### src/verilog/cache_cfg_pkg.sv
package cache_cfg_pkg;

   ////////////////////
   // cache geometry
   ////////////////////

   // the replacement state is one lru bit, so two ways
   localparam int NWAYS = 2;

   localparam int NLINES_W = 4;
   localparam int NLINES = 2 ** NLINES_W;

   // words per line
   localparam int WORD_OFFSET_W = 2;
   localparam int NWORDS = 2 ** WORD_OFFSET_W;

   ////////////////////
   // words and addresses
   ////////////////////

   // front-end and back-end share the word width
   localparam int DATA_W = 32;
   localparam int NBYTES = DATA_W / 8;
   localparam int NBYTES_W = $clog2(NBYTES);

   // byte address
   localparam int ADDR_W = 16;

   // whatever is left above index and offset
   localparam int TAG_W = ADDR_W - (NBYTES_W + WORD_OFFSET_W + NLINES_W);

   ////////////////////
   // write-through buffer
   ////////////////////

   localparam int WTBUF_DEPTH_W = 2;
   localparam int WTBUF_DEPTH = 2 ** WTBUF_DEPTH_W;

endpackage

### src/verilog/cache_bus_pkg.sv
package cache_bus_pkg;
   import cache_cfg_pkg::*;

   // word address, byte bits dropped
   typedef logic [ADDR_W-NBYTES_W-1:0] word_addr_t;

   // line address for the fill request
   typedef logic [ADDR_W-NBYTES_W-WORD_OFFSET_W-1:0] line_addr_t;

   // fields of a word address, msb to lsb
   typedef logic [TAG_W-1:0] tag_t;
   typedef logic [NLINES_W-1:0] index_t;
   typedef logic [WORD_OFFSET_W-1:0] offset_t;

   // one bit per way, one-hot on a hit
   typedef logic [NWAYS-1:0] way_t;

   typedef logic [DATA_W-1:0] data_t;
   typedef logic [NBYTES-1:0] strb_t;

   // one write waiting for the back end
   typedef struct packed {
      word_addr_t addr;
      data_t      data;
      strb_t      strb;
   } wtbuf_entry_t;

endpackage

### src/verilog/cache_ctrl.sv
module cache_ctrl
   import cache_bus_pkg::*;
(
   input  logic    clk_i,
   input  logic    arst_i,
   // registered front-end request
   input  logic    req_q_i,
   input  strb_t   wstrb_q_i,
   input  offset_t offset_q_i,
   input  way_t    way_hit_i,
   input  logic    rd_busy_i,
   // buffer status and back-end write accept
   input  logic    buf_full_i,
   input  logic    buf_empty_i,
   input  logic    wr_ack_i,
   output logic    ack_o,
   output logic    fill_o,
   output logic    buf_push_o,
   output logic    wr_en_o,
   output logic    rd_req_o,
   output logic    write_hit_o,
   output logic    write_miss_o,
   output logic    read_hit_o,
   output logic    read_miss_o
);

   logic    read_access;
   logic    write_access;
   logic    fill_run;
   logic    way_match;
   logic    raw;
   logic    read_hit;
   logic    write_ok;
   logic    fill_pend_q;
   logic    fill_done_q;
   logic    hz_q;
   way_t    hz_way_q;
   offset_t hz_offset_q;

   // zero strobe means read
   assign read_access  = req_q_i & ~(|wstrb_q_i);
   assign write_access = req_q_i & (|wstrb_q_i);

   ////////////////////
   // line fill
   ////////////////////

   // busy from the cycle after the request, so pending covers the gap
   assign fill_o   = fill_pend_q & ~rd_busy_i;
   // one more cycle for the arrays to read back the new line
   assign fill_run = fill_pend_q | fill_done_q | rd_busy_i;

   always_ff @(posedge clk_i or posedge arst_i) begin
      if (arst_i) begin
         fill_pend_q <= 1'b0;
         fill_done_q <= 1'b0;
      end else begin
         if (rd_req_o) begin
            fill_pend_q <= 1'b1;
         end else if (fill_o) begin
            fill_pend_q <= 1'b0;
         end
         fill_done_q <= fill_o;
      end
   end

   ////////////////////
   // read-after-write hazard
   ////////////////////

   always_ff @(posedge clk_i or posedge arst_i) begin
      if (arst_i) begin
         hz_q <= 1'b0;
      end else begin
         hz_q <= wr_en_o;
      end
   end

   always_ff @(posedge clk_i) begin
      if (wr_en_o) begin
         hz_way_q    <= way_hit_i;
         hz_offset_q <= offset_q_i;
      end
   end

   assign raw = hz_q & (hz_way_q == way_hit_i) & (hz_offset_q == offset_q_i);

   ////////////////////
   // hit and acknowledge
   ////////////////////

   assign way_match = (|way_hit_i) & ~fill_run;
   assign read_hit  = read_access & way_match & ~raw;
   // full buffer still takes a write when its head leaves on the same edge
   assign write_ok  = write_access & (~buf_full_i | wr_ack_i);

   assign ack_o      = read_hit | write_ok;
   assign buf_push_o = write_ok;
   assign wr_en_o    = write_ok & way_match;

   // miss goes out only once every buffered write has reached memory
   assign rd_req_o = read_access & ~(|way_hit_i) & ~fill_run & buf_empty_i;

   assign write_hit_o  = wr_en_o;
   assign write_miss_o = write_ok & ~way_match;
   assign read_hit_o   = read_hit;
   assign read_miss_o  = rd_req_o;

   // back end takes over the line in the cycle after the request
   a_fill_busy: assert property (@(posedge clk_i) disable iff (arst_i)
      rd_req_o |=> rd_busy_i);

endmodule

### config.mk
export PLATFORM = sky130hd
export DESIGN_NAME = cache_ctrl
export DESIGN_NICKNAME = d
export VERILOG_FILES = /design/src/verilog/cache_cfg_pkg.sv /design/src/verilog/cache_bus_pkg.sv /design/src/verilog/cache_ctrl.sv
export SDC_FILE = /design/constraint.sdc
export NUM_CORES = 1
export LEC_CHECK = 0
export BUFFER_PORTS_ARGS = -buffer_cell sky130_fd_sc_hd__buf_2
export CAP_MARGIN = 20
export CORE_AREA = 2 2 39 41
export DETAILED_ROUTE_END_ITERATION = 12
export DIE_AREA = 0 0 41 43
export GPL_ROUTABILITY_DRIVEN = 0
export REMOVE_ABC_BUFFERS = 1
export SLEW_MARGIN = 20
export SYNTH_ARGS = -nofsm -noshare
export SYNTH_HDL_FRONTEND = slang
export SYNTH_SLANG_ARGS = --single-unit
### constraint.sdc
create_clock -name clk_i -period 3.61 [get_ports clk_i]
set_input_delay 0.5415 -clock clk_i [delete_from_list [all_inputs] [get_ports clk_i]]
set_output_delay 0.5415 -clock clk_i [all_outputs]
set_load 0.005 [all_outputs]
==> metrics.md <==
| Metric | Value |
|---|---|
| WP data arrival | `1.60 ns` |
| RSZ-0062 raised after global routing | `no` |
| H-tree depth | `1` |
| WL final | `720 um` |
| Vias in the first global route | `345` |
| Via count | `340` |
| CTS tree | `built` |
| CTS sink count | `7` |
| Final std cells w/o fill | `78` |
| Pwr Density | `348.3 nW/um^2` |
| Antenna violations before repair | `0` |
| Seq/Total Area, Yosys | `50.98%` |
| DR pass1 iterations | `4` |
| Die Wd | `41 um` |
| Status | `complete, no violations` |
| Library cells used by synthesis | `22` |
| CTS resizes | `0` |
| IO Pins | `24` |
| Synth warn | `0` |
| DRC violation total after the first TritonRoute iteration | `2` |
| Grt ovf | `0` |
| Crit share post-route | `59.26%` |
| Inserted Clock Buffers | `3` |
| # DRC | `0` |
| Setup WS pre-CTS | `1.456 ns` |
| PnR worst setup slack | `1.471 ns` |
| Commonest cells in the netlist | `inv_1, edfxtp_1, nor2_1` |
| Worst slew margin | `81.02%` |
| Antenna diodes | `0` |
| Yosys reg bits | `7` |
| Hold Vio Cnt, Final | `0` |
| Fmax | `467.5 MHz` |
| Final instance area | `529.3 um^2` |
| Hold Slack | `0.1539 ns` |
| Routed Antenna Nets | `0` |
| Hold_buf cts | `0` |
| Clk Latency, worst-skew pair | `0.24 ns` |
| Leading area contributor after synthesis | `edfxtp_1` |
| Core Footprint | `1384 um^2` |
| CTS max path bufs | `2` |
| Via density | `4.359` |
| Finished Core Util | `38.25%` |
| Leakage Power | `0.2826 nW` |
| Worst vdd ir | `0.0001288 V` |
| IO Port Bufs | `23` |
| Setup Fix Bufs, Post-CTS | `0` |
| Placed cell areas | `503.0 um^2` |
| Worst hold-check path type | `primary input to async pin` |
| Worst-margin pin slew | `0.2824 ns` |
| Tmin final | `2.139 ns` |
| FP Rows | `14` |
| WS Path Type | `primary input to output pin` |
| Gr usage total | `10.56%` |
| Dpl hpwl | `659.2 um` |
| First-pass GRT wire length | `1207 um` |
| WL/cell | `9.231 um` |
| Async S/R FF share, synth | `42.86%` |
| CTS root buf | `clkbuf_4` |
| Top FF cell, synth | `edfxtp_1` |
| Setup violators final | `0` |
| Crit-path max FO | `7` |
| Avg Inst Size Synth | `10.35 um^2` |
| Area Overhead vs Synth | `38.24%` |
| Die H | `43 um` |
| Post-synth EDFFs | `4` |
| Final #Nets | `78` |
| Setup TNS | `0 ns` |
| Area of the mapped netlist | `382.9 um^2` |
| Tot Pwr | `0.1844 mW` |
| Synth top area share | `31.37%` |
| Largest net degree at the start of global routing | `8` |
| Placed insts | `74` |
| Ranking of synthesized cells by area | `edfxtp_1, dfrtp_1, inv_1` |
| Worst EP required | `3.07 ns` |
| Gate count after technology mapping | `37` |
| Clock skew | `0.002570 ns` |
| Filler Cells Inserted | `142` |
| Starting density of the core | `27.67%` |
| Max Slew Vio Count | `0` |
| Startpoint types | `primary input` |
| Die area | `1763 um^2` |
| Layout cells sized above 1 | `46.77%` |
| Crit end category | `output pin` |
| Max_cap viols | `0` |
| Clock edge transition at the registers on the reported setup and hold paths | `0.05 ns` |
| Most common cell in the netlist | `inv_1` |
[cells by family after synthesis]
| group | count (synthesis) | synth area share, % |
|---|---|---|
| buffers and inverters | 7 | 8.823 |
| AO/OA/AOI/OAI | 5 | 9.149 |
| XOR/XNOR | 1 | 2.288 |
| AND/OR/NAND/NOR | 17 | 28.76 |
| flip-flops | 7 | 50.98 |
[registers in the layout, summed over array words and instances (netlist names)]
| register | flops |
|---|---|
| hz_offset_q | 2 |
| hz_way_q | 2 |
| fill_done_q | 1 |
| fill_pend_q | 1 |
| hz_q | 1 |
[worst max-delay path: stages]
cell	delay, ns
buf_2	0.10
nor4_2	0.32
nand3b_1	0.19
inv_1	0.06
and2_1	0.22
buf_2	0.15
[worst paths after layout]
check | slack (ns) | endpoint | cells past startpoint | start
max | 1.47 | wr_en_o | 6 | wstrb_q_i[1]
min | 0.15 | fill_done_q | 2 | arst_i
max reg2reg | 2.26 | hz_offset_q[0] | 3 | fill_pend_q
min reg2reg | 0.49 | fill_pend_q | 1 | fill_pend_q
max in group asynchronous | 3.32 | hz_q | 2 | arst_i
min in group clk_i | 0.49 | fill_done_q | 2 | rd_busy_i
[layout make-up]
class | instances | area [um^2] | share of cell area (%)
inverter | 5 | 18.77 | 3.546
timing repair buffer | 23 | 115.1 | 21.75
sequential | 7 | 195.2 | 36.88
multi-input combinational | 23 | 153.9 | 29.08
clock buffer | 4 | 26.28 | 4.965
tap | 16 | 20.02 | 3.783
[routing by layer]
layer | vias to the layer above | track usage [%] | wire length, um
li1 | 175 | - | -
met3 | 2 | 2.094 | 80
met1 | 148 | 10.67 | 310
met2 | 15 | 16.56 | 319
met5 | - | 0 | 0
met4 | 0 | 10.00 | 10
[power by group]
part / internal (mW) / switching (mW)
Clock: 0.0420 / 0.0260
Combinational: 0.0135 / 0.0129
Sequential: 0.0886 / 0.00130
[cell usage in the layout, fill, tap and decap left out, drive strengths merged]
| master | n |
|---|---|
| nor3 | 2 |
| clkbuf | 4 |
| nand3 | 2 |
| inv | 5 |
| nor4 | 1 |
| a21o | 1 |
| and2 | 1 |
| and2b | 1 |
| nor2b | 3 |
| a2111o | 1 |
| nand2b | 1 |
| buf | 23 |
| nand3b | 1 |
| nand2 | 1 |
| o21ai | 2 |
| dfrtp | 3 |
| nor2 | 4 |
| xor2 | 1 |
| edfxtp | 4 |
| o22ai | 1 |
(Power assumes the default switching activity.)
