==> src/verilog/cache_cfg_pkg.sv <==
package cache_cfg_pkg;

   ////////////////////
   // cache geometry
   ////////////////////

   // the replacement state is one lru bit, so two ways
   localparam int NWAYS = 2;

   localparam int NLINES_W = 4;
   localparam int NLINES = 2 ** NLINES_W;

   // words per line
   localparam int WORD_OFFSET_W = 2;
   localparam int NWORDS = 2 ** WORD_OFFSET_W;

   ////////////////////
   // words and addresses
   ////////////////////

   // front-end and back-end share the word width
   localparam int DATA_W = 32;
   localparam int NBYTES = DATA_W / 8;
   localparam int NBYTES_W = $clog2(NBYTES);

   // byte address
   localparam int ADDR_W = 16;

   // whatever is left above index and offset
   localparam int TAG_W = ADDR_W - (NBYTES_W + WORD_OFFSET_W + NLINES_W);

   ////////////////////
   // write-through buffer
   ////////////////////

   localparam int WTBUF_DEPTH_W = 2;
   localparam int WTBUF_DEPTH = 2 ** WTBUF_DEPTH_W;

endpackage

==> src/verilog/cache_bus_pkg.sv <==
package cache_bus_pkg;
   import cache_cfg_pkg::*;

   // word address, byte bits dropped
   typedef logic [ADDR_W-NBYTES_W-1:0] word_addr_t;

   // line address for the fill request
   typedef logic [ADDR_W-NBYTES_W-WORD_OFFSET_W-1:0] line_addr_t;

   // fields of a word address, msb to lsb
   typedef logic [TAG_W-1:0] tag_t;
   typedef logic [NLINES_W-1:0] index_t;
   typedef logic [WORD_OFFSET_W-1:0] offset_t;

   // one bit per way, one-hot on a hit
   typedef logic [NWAYS-1:0] way_t;

   typedef logic [DATA_W-1:0] data_t;
   typedef logic [NBYTES-1:0] strb_t;

   // one write waiting for the back end
   typedef struct packed {
      word_addr_t addr;
      data_t      data;
      strb_t      strb;
   } wtbuf_entry_t;

endpackage

==> src/verilog/cache_wt_buffer.sv <==
module cache_wt_buffer
   import cache_cfg_pkg::*, cache_bus_pkg::*;
(
   input  logic         clk_i,
   input  logic         arst_i,
   input  logic         push_i,
   input  wtbuf_entry_t entry_i,
   input  logic         pop_i,
   output wtbuf_entry_t entry_o,
   output logic         empty_o,
   output logic         full_o
);

   wtbuf_entry_t mem [WTBUF_DEPTH];

   // extra msb tells full from empty
   logic [WTBUF_DEPTH_W:0]   wr_ptr_q;
   logic [WTBUF_DEPTH_W:0]   rd_ptr_q;
   logic [WTBUF_DEPTH_W-1:0] wr_slot;
   logic [WTBUF_DEPTH_W-1:0] rd_slot;

   assign wr_slot = wr_ptr_q[WTBUF_DEPTH_W-1:0];
   assign rd_slot = rd_ptr_q[WTBUF_DEPTH_W-1:0];

   assign empty_o = (wr_ptr_q == rd_ptr_q);
   assign full_o  = (wr_slot == rd_slot) &
                    (wr_ptr_q[WTBUF_DEPTH_W] != rd_ptr_q[WTBUF_DEPTH_W]);

   // oldest entry always on the output
   assign entry_o = mem[rd_slot];

   always_ff @(posedge clk_i or posedge arst_i) begin
      if (arst_i) begin
         wr_ptr_q <= '0;
         rd_ptr_q <= '0;
      end else begin
         if (push_i) begin
            wr_ptr_q <= wr_ptr_q + 1'b1;
         end
         if (pop_i) begin
            rd_ptr_q <= rd_ptr_q + 1'b1;
         end
      end
   end

   always_ff @(posedge clk_i) begin
      if (push_i) begin
         mem[wr_slot] <= entry_i;
      end
   end

   // a full buffer only takes a write while its head is accepted
   a_no_overflow: assert property (@(posedge clk_i) disable iff (arst_i)
      push_i && full_o |-> pop_i);

   // back end only accepts what it was offered
   a_no_underflow: assert property (@(posedge clk_i) disable iff (arst_i)
      pop_i |-> !empty_o);

endmodule
==> config.mk <==
export PLATFORM = sky130hd
export DESIGN_NAME = cache_wt_buffer
export DESIGN_NICKNAME = d
export VERILOG_FILES = /design/src/verilog/cache_cfg_pkg.sv /design/src/verilog/cache_bus_pkg.sv /design/src/verilog/cache_wt_buffer.sv
export SDC_FILE = /design/constraint.sdc
export NUM_CORES = 1
export LEC_CHECK = 0
export ABC_CLOCK_PERIOD_IN_PS = 2800
export BUFFER_PORTS_ARGS = -buffer_cell sky130_fd_sc_hd__buf_2
export CAP_MARGIN = 10
export CORE_MARGIN = 1
export CORE_UTILIZATION = 59
export CTS_BUF_LIST = sky130_fd_sc_hd__clkbuf_8
export DETAILED_ROUTE_END_ITERATION = 10
export MAX_ROUTING_LAYER = met4
export PLACE_DENSITY_LB_ADDON = 0.08
export SLEW_MARGIN = 10
export SYNTH_ARGS = -nofsm -noshare
export SYNTH_HDL_FRONTEND = slang
export SYNTH_SLANG_ARGS = --single-unit
==> constraint.sdc <==
create_clock -name clk_i -period 2.8 [get_ports clk_i]
set_input_delay 0.56 -clock clk_i [delete_from_list [all_inputs] [get_ports clk_i]]
set_output_delay 0.56 -clock clk_i [all_outputs]
set_load 0.05 [all_outputs]
==> flow_summary_export.csv, run 1 <==
group,metric,value,unit
worst_hold_path,min_path_cells,1,
synth,synth_cell_types,17,
floorplanning,die_area,13400,um^2
floorplanning,die_y,116,um
pwr,power_density,1180,nW/um^2
synth,synthesis.nets,352,
detailed_routing,routed_wl,12100,um
pwr,ir_worst_vdd,0.900,mV
placement,hpwl,7110,um
synth,synthesis.instances,293,
floorplanning,rows,41,
job,maxCapViolCount,0,
global_routing,grt.total_usage,19.0,%
global_routing,grt_pass1_vias,3466,
floorplanning,dieWidth,116,um
worst_setup_path,ff2ff_path_depth,3,
worst_setup_path,r2r-start,"wr_ptr_q[0]",
final_layout,post-route-util,70.5,%
worst_hold_path,hold_class,"in2reg",
placement,gp_congestion,0.680,
timing,slew_headroom,71.6,%
worst_setup_path,crit_path_end_kind,"output port",
detailed_routing,routedWlPerCell,19.4,um
final_layout,layout-drive-gt1-share,44.9,%
worst_setup_path,crit_type,"reg2out",
detailed_routing,ant_nets,0,
final_layout,area_delta_synth_final,16.7,%
timing,min_period,2.61,ns
clocking,cts_tree,"done",
floorplanning,core,12600,um^2
synth,synth_area_per_cell,26.0,um^2
worst_hold_path,hp-start,"entry_i[47]",
pwr,p_leak,3.13,nW
clocking,clk_pin_slew,0.06,ns
worst_setup_path,path_max_fanout,27,
synth,yosysSeqAreaShare,80.7,%
global_routing,grt-ovfl-total,0,
floorplanning,start_util,60.4,%
global_routing,antenna_found_initial,1,
placement,portBuffers,105,
timing,hold_viol_final,0,
timing,max_freq,382,MHz
worst_setup_path,cp_data_arrival_time,2.05,ns
timing,slew_viol_final,0,
worst_setup_path,r2r_setup_slack,1.10,ns
timing,grt_setup_unrepaired,"no",
timing,tightest_slew,0.426,ns
final_layout,fillerInstances,804,
worst_setup_path,cp_cell_sequence,"buf_12 -> mux4_2 -> buf_2",
worst_setup_path,crit_start,"rd_ptr_q[1]",
timing,period_share,93.4,%
worst_setup_path,cp-start-kind,"flip-flop",
timing,setup_tns,0,ns
timing,finalClockSkew,0.00938,ns
detailed_routing,viasPerCell,5.51,
worst_hold_path,hold_end,"mem[3][47]",
global_routing,grt_pass1_wl,18000,um
clocking,clk_latency,0.52,ns
final_layout,nets,488,
worst_setup_path,worst_path_max_delay_cell,"dfrtp_4",
worst_setup_path,worstReg2RegEnd,"mem[3][11]",
run_status,run_status,"finished clean",
clocking,cts_max_level,1,
clocking,ctsLongestPathBuffers,3,
detailed_routing,drt-initial-drc-count,282,
floorplanning,pin_count,106,
synth,ys_ff_latch,206,
detailed_routing,dr_total_vias,3419,
worst_setup_path,critical_path_required,2.24,ns
detailed_routing,firstDrtPassIters,4,
global_routing,grt_max_degree,47,
clocking,numCtsBuffers,31,
clocking,root_buffer,"clkbuf_8",
synth,synth.cell_area,7630,um^2
clocking,cts_num_sinks,206,
synth,synth_warnings,0,
worst_setup_path,slowest_delay,0.70,ns
timing,final-setup-viol-count,0,
detailed_routing,drc,0,
## cell usage after synthesis
library cell	instances	area, um^2
mux4_1	2	52.6
mux4_2	48	1080
inv_1	3	11.3
mux2_2	1	11.3
xor2_1	5	43.8
edfxtp_1	200	6010
o21ai_0	1	5.00
ha_1	5	62.6
dfrtp_1	6	150
nor3_1	1	5.00
buf_12	5	100
nand2_1	2	7.51
xnor2_1	2	17.5
buf_6	1	11.3
buf_2	6	30.0
nor3b_1	1	7.51
and2_1	4	25.0
## power by group
part | internal (W) | leakage, nW | total, W | switching, W
registers | 0.00404 | 1.91 | 0.00428 | 0.000234
clock network | 0.00101 | 0.300 | 0.00201 | 0.000997
logic | 0.00133 | 0.922 | 0.00420 | 0.00287
total | 0.00638 | 3.13 | 0.0105 | 0.00410
## worst max path at each step
stage                        endpoint  slack, ns  cells past startpoint
final                     entry_o[20]       0.19                      3
after global routing       entry_o[4]       0.11                      3
after CTS                  entry_o[4]       0.13                      3
after detailed placement   entry_o[4]       0.54                      3
after global placement     entry_o[4]       0.53                      3
after floorplan               empty_o       0.24                      4
## cell usage in the layout (no fill, tap or decap)
cell type      count
dlygate4sd3_1      1
buf_2            105
o21ai_0            1
mux4_2            48
nand2_1            2
buf_12             6
nor3b_1            1
dfrtp_1            4
xor2_1             5
inv_1             14
ha_1               5
clkinv_2           1
xnor2_1            2
buf_4              3
mux4_1             2
edfxtp_1         200
nor3_1             1
clkinv_1           9
mux2_2             1
diode_2            1
dfrtp_4            2
and2_2             4
clkbuf_8          31
## logic make-up after synthesis
logic type      count (synthesis)  share of synthesized area [%]
simple gates                    8                          0.591
flops                         206                           80.7
fa+ha+maj                       5                          0.820
mux                            51                           15.0
buf+inv                        15                           2.00
compound gates                  1                         0.0656
xor+xnor                        7                          0.804
## layer usage
metal  share of wire, %  wire, um  up-vias  track usage [%]
met5                  0         0        -                -
met4                2.0       242        0             5.90
met3                6.8       822       21             4.97
met2                 50      6020      114             30.3
met1                 41      5000     1758             24.4
li1                   -         -     1526                -
## worst max-delay path: cells and delay by family, from the launching register on
kind	cells	cell delay (ns)
muxes	1	0.34
buffers and inverters	2	0.49
DFF	1	0.70
## registers in the layout (all words and copies together), names as in the netlist
signal    count
mem         200
rd_ptr_q      3
wr_ptr_q      3
## layout make-up
cell class	instances	area, um^2	area share (%)
clock buffer	31	427	4.79
timing repair buffer	115	678	7.62
multi-input combinational	72	1320	14.9
clock inverter	21	80.1	0.900
tap	172	215	2.42
antenna	1	2.50	0.0281
inverter	3	11.3	0.127
sequential	206	6160	69.2
## through the flow
step | cell area, um^2 | total power, W | setup slack (ns) | hold WS [ns] | cells
after floorplan | 7630 | 0.00774 | 0.239 | 0.351 | 293
after detailed placement | 8370 | 0.00859 | 0.536 | 0.482 | 566
after global routing | 8900 | 0.0109 | 0.111 | 0.226 | 621
final | 8900 | 0.0105 | 0.185 | 0.247 | 621
after CTS | 8900 | 0.0106 | 0.130 | 0.221 | 620
after global placement | 8370 | 0.00854 | 0.535 | 0.475 | 566
## repair_timing
| action | in CTS | in global routing |
|---|---|---|
| endpoints found under the hold margin | 6 | 0 |
| endpoints found under the setup margin | 10 | 0 |
| resized for setup | 1 | 0 |
| hold buffers | 1 | 0 |
| buffers inserted | 1 | 0 |
(Power assumes the default switching activity.)
==> run 2: changes to the inputs <==
- CORE_UTILIZATION: 59 -> 30
==> flow_summary_export.csv, run 2 (synthesis results as in run 1) <==
group,metric,value,unit
detailed_routing,ant_nets,0,
final_layout,mostFrequentLayoutCells,"edfxtp_1 (200), buf_2 (103), mux4_2 (48)",
final_layout,area_delta_synth_final,22.6,%
global_routing,grt.total_usage,12.6,%
floorplanning,core,24600,um^2
floorplanning,die_y,161,um
pwr,p_leak,3.28,nW
clocking,cts_max_level,2,
final_layout,final_common_cell,"edfxtp_1",
worst_setup_path,critical_path_required,2.24,ns
placement,gp_congestion,0.624,
global_routing,grt_pass1_wl,23300,um
detailed_routing,drc,0,
clocking,cts_tree,"done",
timing,finalClockSkew,0.0127,ns
timing,setup_tns,0,ns
final_layout,multiInputGateArea,1330,um^2
final_layout,layout-drive-gt1-share,48.3,%
placement,dpl_cell_area,8600,um^2
final_layout,nets,505,
clocking,cts_num_sinks,206,
timing,slew_viol_final,0,
final_layout,post-route-util,38.0,%
placement,portBuffers,105,
detailed_routing,routedWlPerCell,19.3,um
worst_setup_path,r2r-start,"wr_ptr_q[0]",
worst_setup_path,path_max_fanout,11,
timing,max_freq,375,MHz
global_routing,grt-ovfl-total,0,
timing,hold_viol_final,0,
job,maxCapViolCount,0,
worst_setup_path,crit_path_end_kind,"output port",
worst_hold_path,hold_end,"mem[0][36]",
final_layout,ff_latch_area,6160,um^2
floorplanning,rows,57,
global_routing,grt_max_degree,33,
floorplanning,die_area,26100,um^2
timing,period_share,95.3,%
timing,slew_headroom,69.0,%
final_layout,finalNonFillerCells,798,
pwr,power_density,1210,nW/um^2
final_layout,largest_register,"mem",
floorplanning,start_util,31.0,%
worst_setup_path,cp-start-kind,"flip-flop",
detailed_routing,routed_wl,15400,um
floorplanning,dieWidth,161,um
clocking,numCtsBuffers,38,
floorplanning,pin_count,106,
worst_setup_path,r2r_setup_slack,1.17,ns
timing,tightest_slew,0.464,ns
final_layout,reg_top3,"mem x200, rd_ptr_q x3, wr_ptr_q x3",
worst_hold_path,hold_class,"in2reg",
clocking,ctsLongestPathBuffers,3,
timing,final-setup-viol-count,0,
final_layout,largest_reg_flops,200,
placement,hpwl,9020,um
timing,grt_setup_unrepaired,"no",
timing,min_period,2.67,ns
detailed_routing,dr_total_vias,3547,
detailed_routing,drt-initial-drc-count,164,
worst_setup_path,worstReg2RegEnd,"mem[3][1]",
global_routing,grt_pass1_vias,3969,
detailed_routing,firstDrtPassIters,4,
worst_hold_path,hp-start,"entry_i[36]",
clocking,clk_latency,0.51,ns
clocking,clk_pin_slew,0.06,ns
final_layout,fin_area,9350,um^2
detailed_routing,viasPerCell,4.44,
worst_setup_path,cp_data_arrival_time,2.11,ns
worst_setup_path,crit_type,"reg2out",
pwr,ir_worst_vdd,0.699,mV
worst_setup_path,ff2ff_path_depth,3,
final_layout,fillerInstances,2308,
clocking,root_buffer,"clkbuf_8",
placement,placed_cells_incl_taps,726,
run_status,run_status,"finished clean",
global_routing,antenna_found_initial,2,
pwr,power.total,0.0113,W
worst_hold_path,min_path_cells,1,
run 2: metal layers:
| metal | global-route usage, % | vias up | routed length (um) |
|---|---|---|---|
| li1 | - | 1566 | - |
| met1 | 14.7 | 1843 | 6360 |
| met2 | 20.5 | 107 | 7830 |
| met3 | 3.36 | 31 | 833 |
| met4 | 5.19 | 0 | 401 |
| met5 | - | - | 0 |
run 2: final cells by class:
class                      count  area share, %
tap                          324           4.34
antenna                        2         0.0535
sequential                   206           65.9
clock inverter                25           1.47
clock buffer                  41           6.04
inverter                       3          0.120
multi-input combinational     72           14.2
timing repair buffer         125           7.84
run 2: worst max-delay path by stage:
stage	from	endpoint	cells after the start
final	rd_ptr_q[0]	entry_o[10]	3
after global routing	rd_ptr_q[1]	full_o	4
after global placement	rd_ptr_q[0]	entry_o[10]	3
after detailed placement	rd_ptr_q[0]	entry_o[10]	3
after CTS	rd_ptr_q[1]	empty_o	4
after floorplan	rd_ptr_q[0]	empty_o	4
run 2: what timing repair did:
| action | CTS | global route |
|---|---|---|
| resized for setup | 0 | 4 |
| setup buffers | 3 | 0 |
| hold endpoints to repair | 6 | 0 |
| setup endpoints to repair | 27 | 2 |
| hold buffers | 1 | 0 |
run 2: where the power goes:
group	total [W]	switching [W]	internal, W
Sequential	0.00426	0.000213	0.00405
Clock	0.00263	0.00118	0.00144
Combinational	0.00440	0.00301	0.00139
Total	0.0113	0.00441	0.00688
run 2: critical path, stage by stage (launching register included):
cell and delay, ns:
dfrtp_4 0.58, buf_4 0.24, mux4_2 0.53, buf_2 0.23
run 2: stage by stage:
step	hold WS (ns)	setup slack, ns
2_1_floorplan	0.351	0.239
3_3_place_gp	0.485	0.541
3_5_place_dp	0.477	0.532
4_1_cts	0.207	0.0310
5_1_grt	0.226	0.00290
6_report	0.254	0.131
