===== config.mk =====
export PLATFORM = sky130hd
export DESIGN_NAME = cache_tag_array
export DESIGN_NICKNAME = d
export VERILOG_FILES = /design/src/verilog/cache_cfg_pkg.sv /design/src/verilog/cache_bus_pkg.sv /design/src/verilog/cache_tag_array.sv
export SDC_FILE = /design/constraint.sdc
export NUM_CORES = 1
export LEC_CHECK = 0
export BUFFER_PORTS_ARGS = -buffer_cell sky130_fd_sc_hd__buf_4
export CORE_MARGIN = 4
export CORE_UTILIZATION = 40
export CTS_CLUSTER_SIZE = 40
export DETAILED_ROUTE_END_ITERATION = 16
export PLACE_DENSITY = 0.51
export REMOVE_ABC_BUFFERS = 1
export SETUP_SLACK_MARGIN = 0.4
export SYNTH_ARGS = -nofsm -noshare
export SYNTH_HDL_FRONTEND = slang
export SYNTH_SLANG_ARGS = --single-unit

===== constraint.sdc =====
create_clock -name clk_i -period 2.6 [get_ports clk_i]
set_input_delay 0.26 -clock clk_i [delete_from_list [all_inputs] [get_ports clk_i]]
set_output_delay 0.26 -clock clk_i [all_outputs]
set_load 0.02 [all_outputs]

===== src/verilog/cache_cfg_pkg.sv =====
package cache_cfg_pkg;

   ////////////////////
   // cache geometry
   ////////////////////

   // the replacement state is one lru bit, so two ways
   localparam int NWAYS = 2;

   localparam int NLINES_W = 4;
   localparam int NLINES = 2 ** NLINES_W;

   // words per line
   localparam int WORD_OFFSET_W = 2;
   localparam int NWORDS = 2 ** WORD_OFFSET_W;

   ////////////////////
   // words and addresses
   ////////////////////

   // front-end and back-end share the word width
   localparam int DATA_W = 32;
   localparam int NBYTES = DATA_W / 8;
   localparam int NBYTES_W = $clog2(NBYTES);

   // byte address
   localparam int ADDR_W = 16;

   // whatever is left above index and offset
   localparam int TAG_W = ADDR_W - (NBYTES_W + WORD_OFFSET_W + NLINES_W);

   ////////////////////
   // write-through buffer
   ////////////////////

   localparam int WTBUF_DEPTH_W = 2;
   localparam int WTBUF_DEPTH = 2 ** WTBUF_DEPTH_W;

endpackage


===== src/verilog/cache_bus_pkg.sv =====
package cache_bus_pkg;
   import cache_cfg_pkg::*;

   // word address, byte bits dropped
   typedef logic [ADDR_W-NBYTES_W-1:0] word_addr_t;

   // line address for the fill request
   typedef logic [ADDR_W-NBYTES_W-WORD_OFFSET_W-1:0] line_addr_t;

   // fields of a word address, msb to lsb
   typedef logic [TAG_W-1:0] tag_t;
   typedef logic [NLINES_W-1:0] index_t;
   typedef logic [WORD_OFFSET_W-1:0] offset_t;

   // one bit per way, one-hot on a hit
   typedef logic [NWAYS-1:0] way_t;

   typedef logic [DATA_W-1:0] data_t;
   typedef logic [NBYTES-1:0] strb_t;

   // one write waiting for the back end
   typedef struct packed {
      word_addr_t addr;
      data_t      data;
      strb_t      strb;
   } wtbuf_entry_t;

endpackage


===== src/verilog/cache_tag_array.sv =====
module cache_tag_array
   import cache_cfg_pkg::*, cache_bus_pkg::*;
(
   input  logic   clk_i,
   input  logic   arst_i,
   input  logic   invalidate_i,
   // live index reads, registered index writes
   input  index_t index_i,
   input  index_t index_q_i,
   input  tag_t   tag_q_i,
   input  logic   fill_i,
   input  logic   touch_i,
   output way_t   way_hit_o,
   output way_t   victim_o
);

   logic [NWAYS-1:0][NLINES-1:0] valid_q;
   // most recently used way per set
   logic [NLINES-1:0]            lru_q;
   tag_t                         tag_mem [NWAYS][NLINES];

   // read stage
   way_t valid_rd_q;
   tag_t tag_rd_q [NWAYS];
   logic lru_rd_q;

   logic vic_idx;
   logic hit_idx;

   // two ways, so the victim is simply the other one
   assign vic_idx  = ~lru_rd_q;
   assign victim_o = way_t'(1) << vic_idx;
   assign hit_idx  = way_hit_o[1];

   always_comb begin
      for (int w = 0; w < NWAYS; w++) begin
         way_hit_o[w] = valid_rd_q[w] & (tag_rd_q[w] == tag_q_i);
      end
   end

   ////////////////////
   // valid and lru
   ////////////////////

   always_ff @(posedge clk_i or posedge arst_i) begin
      if (arst_i) begin
         valid_q <= '0;
         lru_q   <= '0;
      end else if (invalidate_i) begin
         valid_q <= '0;
         lru_q   <= '0;
      end else if (fill_i) begin
         valid_q[vic_idx][index_q_i] <= 1'b1;
         lru_q[index_q_i]            <= vic_idx;
      end else if (touch_i) begin
         lru_q[index_q_i] <= hit_idx;
      end
   end

   always_ff @(posedge clk_i) begin
      if (fill_i) begin
         tag_mem[vic_idx][index_q_i] <= tag_q_i;
      end
   end

   ////////////////////
   // read stage
   ////////////////////

   // invalidate also drops the word already read out
   always_ff @(posedge clk_i or posedge arst_i) begin
      if (arst_i) begin
         valid_rd_q <= '0;
         lru_rd_q   <= 1'b0;
      end else if (invalidate_i) begin
         valid_rd_q <= '0;
         lru_rd_q   <= 1'b0;
      end else begin
         for (int w = 0; w < NWAYS; w++) begin
            valid_rd_q[w] <= valid_q[w][index_i];
         end
         lru_rd_q <= lru_q[index_i];
      end
   end

   always_ff @(posedge clk_i) begin
      for (int w = 0; w < NWAYS; w++) begin
         tag_rd_q[w] <= tag_mem[w][index_i];
      end
   end

   // fills only go to a way that missed, so no tag is held twice
   a_hit_onehot: assert property (@(posedge clk_i) disable iff (arst_i)
      $onehot0(way_hit_o));

endmodule


==> impl_metrics.env, run 1 <==
export IMPL_hold_depth=1
export IMPL_grt_pass1_wl_um=43200
export IMPL_final_common_cell="edfxtp_1"
export IMPL_antenna_cells=0
export IMPL_synth_cell_type_count=30
export IMPL_hold_violations=0
export IMPL_ioPinCount=25
export IMPL_final_cell_mix="edfxtp_1 (256), mux4_2 (92), nor2_1 (75)"
export IMPL_synth_ff_type="edfxtp_1"
export IMPL_period_needed_ns=2.12
export IMPL_cp_slowest_stage_delay_ns=0.32
export IMPL_port_buffers=24
export IMPL_drive_gt1_share_pct=30.1
export IMPL_tightest_slew_ns=0.653
export IMPL_clock_latency_ns=0.50
export IMPL_ir_worst_vdd_mv=0.398
export IMPL_drcViolationCount=0
export IMPL_cp_start_kind="register"
export IMPL_required_ns=2.34
export IMPL_post_route_period_util_pct=81.6
export IMPL_cp_slowest_cell="dfxtp_1"
export IMPL_avgSynthCellArea_um2=19.4
export IMPL_setup_tns_ns=0
export IMPL_cts_num_sinks=323
export IMPL_cp_end_kind="output port"
export IMPL_holdCritStartpoint="tag_q_i[7]"
export IMPL_avgRoutedWirePerCell_um=25.1
export IMPL_vias=6363
export IMPL_finalNetCount=735
export IMPL_dieWidth_um=186
export IMPL_grtUsageTotal_pct=17.0
export IMPL_finalPower_mw=10.9
export IMPL_grt_pass1_vias=6877
export IMPL_ys_seq_area_share_pct=73.4
export IMPL_rows=64
export IMPL_skew_ns=0.0122
export IMPL_vias_per_cell=5.60
export IMPL_syn_to_final_growth_pct=15.7
export IMPL_cts_buffers=35
export IMPL_status="finished clean"
export IMPL_cts_tree="done"
export IMPL_cap_violations=0
export IMPL_cts_root_buf="clkbuf_16"
export IMPL_synth_edf_count=256
export IMPL_reg2reg_depth=3
export IMPL_worstPathArrival_ns=1.86
export IMPL_holdPathEnd="tag_mem[0][23]$_DFFE_PP_"
export IMPL_syn_inst=653
export IMPL_initial_core_util_pct=40.9
export IMPL_dr_pass1_iters=5
export IMPL_synth_area_top_cells="edfxtp_1 (61%), mux4_2 (16%), dfrtp_1 (10%)"
export IMPL_synth_area_leader_cell="edfxtp_1"
export IMPL_routed_wirelength_um=28500
export IMPL_gp_congestion=0.777
export IMPL_slew_violations=0
export IMPL_crit_type="register to output port"
export IMPL_rr_endpoint="tag_mem[1][63]$_DFFE_PP_"
export IMPL_fmax_mhz=471
export IMPL_worst_path_max_fanout=1
export IMPL_clk_pin_slew_ns=0.06
export IMPL_coreArea_um2=30900
export IMPL_async_reset_ff_share_pct=15.8
export IMPL_synth_warnings=0
export IMPL_worstPathCellList="xnor2_1 -> nand4_1 -> nor4_1 -> and3_1 -> buf_4"
export IMPL_hpwl_um=16700
export IMPL_yosys_area_top_type_share_pct=60.8
export IMPL_p_per_area_nw_per_um2=742
export IMPL_cts_htree_levels=2
export IMPL_r2r_setup_slack_ns=0.76
export IMPL_overflow=0
export IMPL_drt_antenna_violating_nets=0
export IMPL_power_leakage_nw=4.94
export IMPL_die_h_um=186
export IMPL_drt_initial_drc_count=587
export IMPL_r2r_start="lru_rd_q$_DFF_PP0_"
export IMPL_syn_area_um2=12700
export IMPL_maxSlewHeadroom_pct=56.4
export IMPL_grt_max_degree=51
export IMPL_antenna_found_initial=0
export IMPL_die_area_um2=34500
export IMPL_ctsLongestPathBuffers=3
export IMPL_synth_seq_cells=323
export IMPL_cts_setup_buffers=0
export IMPL_grt_setup_unrepaired="no"
export IMPL_hold_class="input pin to register"
export IMPL_finalSetupViolations=0
==> synthesized netlist by cell type, types with 4 or more instances <==
| master | instances |
|---|---|
| a21oi_1 | 16 |
| buf_1 | 8 |
| edfxtp_1 | 256 |
| buf_2 | 6 |
| nor2_1 | 75 |
| nand2b_1 | 6 |
| dfxtp_1 | 16 |
| mux2i_1 | 6 |
| clkbuf_1 | 22 |
| nor3_1 | 25 |
| xnor2_1 | 6 |
| dfrtp_1 | 51 |
| a211oi_1 | 16 |
| xor2_1 | 10 |
| nor4_1 | 15 |
| mux4_2 | 92 |
| buf_4 | 4 |
==> registers in the layout, indices dropped and copies added, names as in the netlist <==
signal and flops:
lru_q 16, lru_rd_q 1, tag_mem 256, tag_rd_q 16, valid_q 32, valid_rd_q 2
==> per-stage QoR <==
stage / utilization, % / std cells / area, um2 / hold slack, ns / setup WS (ns)
after floorplan: - / 608 / 12400 / 0.326 / 0.374
after global placement: 43.8 / 1072 / 13500 / 0.334 / 0.439
after detailed placement: 43.8 / 1072 / 13500 / 0.344 / 0.376
after CTS: 47.3 / 1136 / 14600 / 0.172 / 0.421
after global routing: 47.4 / 1136 / 14600 / 0.180 / 0.400
final: 47.4 / 1136 / 14600 / 0.185 / 0.478
==> per-layer routing <==
| layer | part of all wire (%) | up-vias | GRT usage (%) |
|---|---|---|---|
| li1 | - | 2733 | - |
| met1 | 44 | 3417 | 24.2 |
| met2 | 50 | 165 | 28.0 |
| met3 | 4.5 | 48 | 2.44 |
| met4 | 1.9 | 0 | 4.46 |
| met5 | 0 | - | 0 |
==> worst max-delay path, delay by kind of cell (launching register included) <==
family | cells | cell delay (ns)
buffers and inverters | 1 | 0.14
AND/OR/NAND/NOR | 3 | 0.74
XOR/XNOR | 1 | 0.17
flip-flops | 1 | 0.32
==> worst max-delay path by stage <==
| stage | start | endpoint | slack, ns | cells past startpoint |
|---|---|---|---|---|
| 6_report | tag_rd_q[0][4]$_DFF_P_ | way_hit_o[0] | 0.48 | 5 |
| 3_5_place_dp | tag_q_i[4] | lru_q[9]$_DFFE_PP0P_ | 0.38 | 7 |
| 2_1_floorplan | lru_rd_q$_DFF_PP0_ | tag_mem[1][100]$_DFFE_PP_ | 0.37 | 2 |
| 5_1_grt | tag_rd_q[0][4]$_DFF_P_ | way_hit_o[0] | 0.40 | 5 |
| 3_3_place_gp | tag_q_i[4] | lru_q[2]$_DFFE_PP0P_ | 0.44 | 7 |
| 4_1_cts | tag_rd_q[0][14]$_DFF_P_ | way_hit_o[1] | 0.42 | 5 |
==> timing repair <==
| item | 4_1_cts | 5_1_grt |
|---|---|---|
| resized for setup | 2 | 2 |
| hold buffers | 1 | 0 |
| setup endpoints to repair | 1 | 1 |
| pin swaps | 0 | 1 |
| hold endpoints to repair | 25 | 0 |
==> power breakdown <==
group          switching (mW)  total (mW)  internal (mW)
clock network            1.89        4.63           2.74
registers              0.0246        5.67           5.65
logic                   0.334       0.569          0.235
==> kinds of logic (layout without fill, tap and decap cells) <==
| kind of cell | Yosys count | count (layout) | share of synthesized area, % |
|---|---|---|---|
| buf+inv | 48 | 135 | 2.11 |
| mux | 98 | 98 | 16.9 |
| simple gates | 131 | 131 | 4.70 |
| xor+xnor | 16 | 16 | 1.11 |
| compound gates | 37 | 37 | 1.86 |
| flops | 323 | 323 | 73.4 |
==> final cells by class <==
type | instances | area [um2]
clock buffer | 51 | 1030
clock inverter | 12 | 51.3
fill | 2595 | 16300
inverter | 3 | 11.3
multi-input combinational | 282 | 3200
sequential | 323 | 9280
tap | 396 | 495
timing repair buffer | 69 | 574
(Power assumes the default switching activity.)
==> inputs of run 2 (changes only) <==
==> constraint.sdc (replaced) <==
create_clock -name clk_i -period 2.1 [get_ports clk_i]
set_input_delay 0.21 -clock clk_i [delete_from_list [all_inputs] [get_ports clk_i]]
set_output_delay 0.21 -clock clk_i [all_outputs]
set_load 0.02 [all_outputs]
==> run 2 against run 1 <==
Register-to-register slack worse by 0.51 ns. Via count is 1.0% lower. Final area is 1.9% higher. Critical endpoint is now way_hit_o[1]. Clock power is 32% higher. Sequential cell count stayed put. Final cell count is 0.79% higher. Clock skew is 0.0037 ns higher. Sequential share of layout area is 1.2 points lower. Largest power group unchanged.
==> impl_metrics.env, run 2 (same netlist as run 1, synthesis figures left out) <==
export IMPL_holdPathEnd="tag_mem[0][88]$_DFFE_PP_"
export IMPL_final_cell_mix="edfxtp_1 (256), mux4_2 (92), nor2_1 (75)"
export IMPL_cts_root_buf="clkbuf_16"
export IMPL_finalPower_mw=13.9
export IMPL_cp_slowest_stage_delay_ns=0.37
export IMPL_finalWorstSetupSlack_ns=0.0597
export IMPL_ctsLongestPathBuffers=3
export IMPL_grt_pass1_wl_um=42200
export IMPL_drt_initial_drc_count=460
export IMPL_grtUsageTotal_pct=16.5
export IMPL_largest_reg_flops=256
export IMPL_vias=6298
export IMPL_slew_violations=0
export IMPL_worstPathArrival_ns=1.83
export IMPL_r2r_start="tag_rd_q[0][12]$_DFF_P_"
export IMPL_syn_to_final_growth_pct=17.9
export IMPL_r2r_setup_slack_ns=0.25
export IMPL_drcViolationCount=0
export IMPL_cts_tree="done"
export IMPL_final_common_cell="edfxtp_1"
export IMPL_port_buffers=24
export IMPL_gr_usage_met3_pct=2.79
export IMPL_reg2reg_depth=8
export IMPL_critPathBufInv=2
export IMPL_worstPathCellList="xor2_1 -> nor4_2 -> buf_4 -> and3_4 -> buf_6"
export IMPL_hpwl_um=16700
export IMPL_required_ns=1.89
export IMPL_antenna_cells=0
export IMPL_dieWidth_um=186
export IMPL_clk_pin_slew_ns=0.06
export IMPL_cap_violations=0
export IMPL_drt_antenna_violating_nets=0
export IMPL_worst_path_max_fanout=2
export IMPL_cts_buffers=36
export IMPL_hold_depth=1
export IMPL_ioPinCount=25
export IMPL_grt_setup_unrepaired="yes"
export IMPL_cts_htree_levels=2
export IMPL_fmax_mhz=490
export IMPL_use_met2_pct=27.5
export IMPL_busiest_layer="met2"
export IMPL_routed_wirelength_um=27600
export IMPL_die_area_um2=34500
export IMPL_top_regs="tag_mem (256), valid_q (32)"
export IMPL_gp_congestion=0.751
export IMPL_grt_pass1_vias=6674
export IMPL_initial_core_util_pct=40.9
export IMPL_cp_top_family="simple AND/OR/NAND/NOR gates"
export IMPL_drive_gt1_share_pct=34.7
export IMPL_rr_endpoint="lru_q[4]$_DFFE_PP0P_"
export IMPL_post_route_period_util_pct=97.2
export IMPL_cp_end_kind="output port"
export IMPL_ir_worst_vdd_mv=0.646
export IMPL_p_per_area_nw_per_um2=929
export IMPL_finalNetCount=743
export IMPL_holdCritStartpoint="tag_q_i[0]"
export IMPL_hold_violations=0
export IMPL_grt_max_degree=52
export IMPL_die_h_um=186
export IMPL_maxSlewHeadroom_pct=57.4
export IMPL_overflow=0
export IMPL_cts_num_sinks=323
export IMPL_rows=64
export IMPL_power_leakage_nw=5.05
export IMPL_hold_class="input pin to register"
export IMPL_coreArea_um2=30900
export IMPL_avgRoutedWirePerCell_um=24.1
export IMPL_cp_start_kind="register"
export IMPL_skew_ns=0.0159
export IMPL_gr_usage_met1_pct=22.9
export IMPL_cp_slowest_cell="nor4_2"
export IMPL_dr_pass1_iters=5
export IMPL_clock_latency_ns=0.51
export IMPL_vias_per_cell=5.50
export IMPL_period_needed_ns=2.04
export IMPL_preCtsSetupSlack_ns=0.00265
export IMPL_crit_type="register to output port"
export IMPL_tightest_slew_ns=0.639
export IMPL_status="finished clean"
export IMPL_top_register="tag_mem"
export IMPL_finalSetupViolations=0
export IMPL_antenna_found_initial=0
[run 2: layout make-up]
type                            count  area (um2)
Clock buffer                       43         968
Clock inverter                     22         191
Fill cell                        2597       16000
Tap cell                          396         495
Multi-Input combinational cell    282        3320
Timing Repair Buffer               76         654
Sequential cell                   323        9290
Inverter                            3        11.3
[run 2: layer usage]
layer  part of all wire (%)  vias to the layer above  wire, um
met4                    1.9                        0       521
met5                      0                        -         0
li1                       -                     2764         -
met1                     44                     3374     12200
met2                     51                      121     14000
met3                    3.1                       39       855
[run 2: repair_timing]
item                                    4_1_cts  5_1_grt
setup buffers                                 1        1
hold buffers                                  1        0
endpoints found under the hold margin        51        0
gates resized for setup                      29        4
cloned                                        1        0
pin swaps                                    13        7
endpoints found under the setup margin      128       34
[run 2: worst reg2reg max path: stages (launching register included)]
cell and delay, ns:
dfxtp_1 0.31, xor2_1 0.15, nor4_2 0.37, buf_4 0.22
buf_4 0.12, buf_6 0.09, a41oi_4 0.12, buf_6 0.19
a211oi_2 0.21
[run 2: worst max path at each step]
| stage | start | end | slack [ns] | cells after the start |
|---|---|---|---|---|
| global placement | tag_q_i[4] | lru_q[7]$_DFFE_PP0P_ | 0.19 | 7 |
| finish | tag_rd_q[0][12]$_DFF_P_ | way_hit_o[1] | 0.06 | 5 |
| floorplan | lru_rd_q$_DFF_PP0_ | tag_mem[1][100]$_DFFE_PP_ | -0.13 | 2 |
| detailed placement | tag_q_i[4] | lru_q[4]$_DFFE_PP0P_ | 0.003 | 7 |
| global route | tag_rd_q[0][0]$_DFF_P_ | way_hit_o[0] | -0.006 | 5 |
| CTS | tag_rd_q[0][0]$_DFF_P_ | way_hit_o[0] | 0.02 | 5 |
[run 2: power breakdown]
part	internal (mW)	leakage (nW)	switching, mW
combinational	0.314	1.32	0.436
clock	3.67	0.577	2.42
sequential	7.00	3.15	0.0318
[run 2: metrics by stage]
stage	cells	hold slack [ns]	setup TNS, ns	instance area [um2]	utilization [%]
4_1_cts	1144	0.0345	0	14900	48.2
2_1_floorplan	608	0.276	-5.17	12400	-
6_report	1145	0.0521	0	14900	48.3
5_1_grt	1145	0.0462	-0.00575	14900	48.3
3_3_place_gp	1076	0.412	0	13600	43.9
3_5_place_dp	1076	0.427	0	13600	43.9
==> inputs of run 3 (changes only) <==
--- a/config.mk
+++ b/config.mk
@@ -8,6 +8,7 @@
 export BUFFER_PORTS_ARGS = -buffer_cell sky130_fd_sc_hd__buf_4
 export CORE_MARGIN = 4
 export CORE_UTILIZATION = 40
+export CTS_BUF_LIST = sky130_fd_sc_hd__clkbuf_4 sky130_fd_sc_hd__clkbuf_8
 export CTS_CLUSTER_SIZE = 40
 export DETAILED_ROUTE_END_ITERATION = 16
 export PLACE_DENSITY = 0.51
==> constraint.sdc (replaced) <==
create_clock -name clk_i -period 2.6 [get_ports clk_i]
set_input_delay 0.26 -clock clk_i [delete_from_list [all_inputs] [get_ports clk_i]]
set_output_delay 0.26 -clock clk_i [all_outputs]
set_load 0.02 [all_outputs]
==> run 3 against run 2 <==
First-iteration DRC count grew 2.4%. Power shrank 25%. Sequential cell count is the same. Hold slack gained 0.065 ns. Combinational power shrank 23%. Critical path depth is the same. Sequential share of layout area grew 1.3 points. Die area is the same. Non-clock buffer count shrank 7. Core utilization shrank 0.98 points. Final area shrank 2.0%. Largest cell class unchanged. Highest routed layer unchanged.
==> impl_metrics.env, run 3 (same netlist as run 1, synthesis figures left out) <==
export IMPL_p_int_mw=8.21
export IMPL_cp_start_kind="register"
export IMPL_ir_worst_vdd_mv=0.396
export IMPL_hold_violations=0
export IMPL_rr_endpoint="tag_mem[1][62]$_DFFE_PP_"
export IMPL_crit_type="register to output port"
export IMPL_cts_root_buf="clkbuf_8"
export IMPL_cts_tree="done"
export IMPL_cap_violations=0
export IMPL_top_regs="tag_mem (256), valid_q (32)"
export IMPL_antenna_cells=0
export IMPL_gp_congestion=0.777
export IMPL_finalNetCount=752
export IMPL_period_needed_ns=2.13
export IMPL_p_sw_mw=2.24
export IMPL_drcViolationCount=0
export IMPL_r2r_start="lru_rd_q$_DFF_PP0_"
export IMPL_grt_pass1_wl_um=43500
export IMPL_ctsLongestPathBuffers=3
export IMPL_r2r_setup_slack_ns=0.77
export IMPL_die_area_um2=34500
export IMPL_die_h_um=186
export IMPL_routed_wirelength_um=28500
export IMPL_slew_violations=0
export IMPL_maxSlewHeadroom_pct=56.8
export IMPL_final_common_cell="edfxtp_1"
export IMPL_fmax_mhz=470
export IMPL_port_buffers=24
export IMPL_finalPower_mw=10.5
export IMPL_skew_ns=0.0142
export IMPL_drive_gt1_share_pct=34.5
export IMPL_status="finished clean"
export IMPL_cts_setup_buffers=0
export IMPL_largest_reg_flops=256
export IMPL_overflow=0
export IMPL_dr_pass1_iters=4
export IMPL_grt_max_degree=51
export IMPL_hold_class="input pin to register"
export IMPL_holdWs_ns=0.117
export IMPL_tightest_slew_ns=0.646
export IMPL_worst_path_max_fanout=2
export IMPL_reg2reg_depth=3
export IMPL_worstPathArrival_ns=1.87
export IMPL_p_per_area_nw_per_um2=715
export IMPL_clock_latency_ns=0.56
export IMPL_clk_pin_slew_ns=0.06
export IMPL_avgRoutedWirePerCell_um=24.4
export IMPL_finalSetupViolations=0
export IMPL_top_register="tag_mem"
export IMPL_comb_power_share_pct=5.5
export IMPL_hpwl_um=16700
export IMPL_grt_pass1_vias=7050
export IMPL_cts_buffers=52
export IMPL_power_leakage_nw=4.95
export IMPL_syn_to_final_growth_pct=15.6
export IMPL_final_cell_mix="edfxtp_1 (256), mux4_2 (92), nor2_1 (75)"
export IMPL_seqPwrFrac_pct=54.3
export IMPL_finalWorstSetupSlack_ns=0.471
export IMPL_drt_initial_drc_count=471
export IMPL_vias_per_cell=5.48
export IMPL_initial_core_util_pct=40.9
export IMPL_vias=6395
export IMPL_cts_num_sinks=323
export IMPL_rows=64
export IMPL_grtUsageTotal_pct=17.1
export IMPL_ioPinCount=25
export IMPL_drt_antenna_violating_nets=0
export IMPL_required_ns=2.34
export IMPL_coreArea_um2=30900
export IMPL_preCtsSetupSlack_ns=0.376
export IMPL_clockPowerShare_pct=40.2
export IMPL_holdCritStartpoint="tag_q_i[7]"
export IMPL_cts_htree_levels=2
export IMPL_post_route_period_util_pct=81.9
export IMPL_setup_tns_ns=0
export IMPL_grt_setup_unrepaired="yes"
export IMPL_switching_share_pct=21.5
export IMPL_hold_depth=1
export IMPL_dieWidth_um=186
export IMPL_cp_end_kind="output port"
export IMPL_antenna_found_initial=0
export IMPL_holdPathEnd="tag_mem[0][23]$_DFFE_PP_"
-- run 3: changes by cell type in the layout (fill, tap and decap cells not counted), sizes merged --
cell      change
buf           -7
bufinv        -3
clkinvlp      +2
clkbuf       +36
clkinv        -3
inv           -3
-- run 3: metal layers --
metal | vias up | track usage (%) | routed length, um
met5 | - | 0 | 0
met4 | 0 | 4.95 | 580
met3 | 51 | 2.62 | 1300
met2 | 161 | 28.3 | 14300
met1 | 3404 | 23.9 | 12300
li1 | 2779 | - | -
-- run 3: how the worst max path moves through the flow --
| stage | slack [ns] | to | cells past startpoint | startpoint |
|---|---|---|---|---|
| 3_3_place_gp | 0.44 | lru_q[2]$_DFFE_PP0P_ | 7 | tag_q_i[4] |
| 3_5_place_dp | 0.38 | lru_q[9]$_DFFE_PP0P_ | 7 | tag_q_i[4] |
| 5_1_grt | 0.38 | way_hit_o[1] | 5 | tag_rd_q[0][14]$_DFF_P_ |
| 2_1_floorplan | 0.37 | tag_mem[1][100]$_DFFE_PP_ | 2 | lru_rd_q$_DFF_PP0_ |
| 4_1_cts | 0.40 | way_hit_o[1] | 5 | tag_rd_q[0][9]$_DFF_P_ |
| 6_report | 0.47 | way_hit_o[1] | 5 | tag_rd_q[0][14]$_DFF_P_ |
-- run 3: per-stage QoR --
stage	area [um2]	utilization, %	instances
floorplan	12400	-	608
global route	14600	47.3	1167
finish	14600	47.3	1167
global placement	13500	43.8	1072
detailed placement	13500	43.8	1072
CTS	14600	47.2	1167
-- run 3: area by class of cell --
cell class,count,area [um2]
well taps,396,495
clock buffers,79,950
clock inverters,15,67.6
multi-input cells,282,3240
inverters,3,11.3
repair buffers,69,574
fillers,2614,16300
flip-flops and latches,323,9290
-- run 3: repair_timing --
action,CTS,global route
hold buffers,1,0
resized for setup,6,5
pin swaps,2,1
endpoints found under the hold margin,25,0
setup endpoints to repair,2,2
gates cloned,0,0
-- run 3: power groups by stage --
| stage | clock, mW | sequential [mW] | combinational [mW] |
|---|---|---|---|
| 2_1_floorplan | 0 | 5.78 | 0.264 |
| 3_3_place_gp | 0 | 5.78 | 0.559 |
| 3_5_place_dp | 0 | 5.78 | 0.571 |
| 4_1_cts | 4.31 | 5.68 | 0.585 |
| 5_1_grt | 4.57 | 5.68 | 0.627 |
| 6_report | 4.20 | 5.68 | 0.575 |
-- run 3: worst max-delay path, stage by stage (launching register included) --
cell and delay, ns:
dfxtp_2 0.34, xor2_4 0.16, nor4_4 0.35, buf_4 0.18, and3_4 0.18, buf_6 0.11
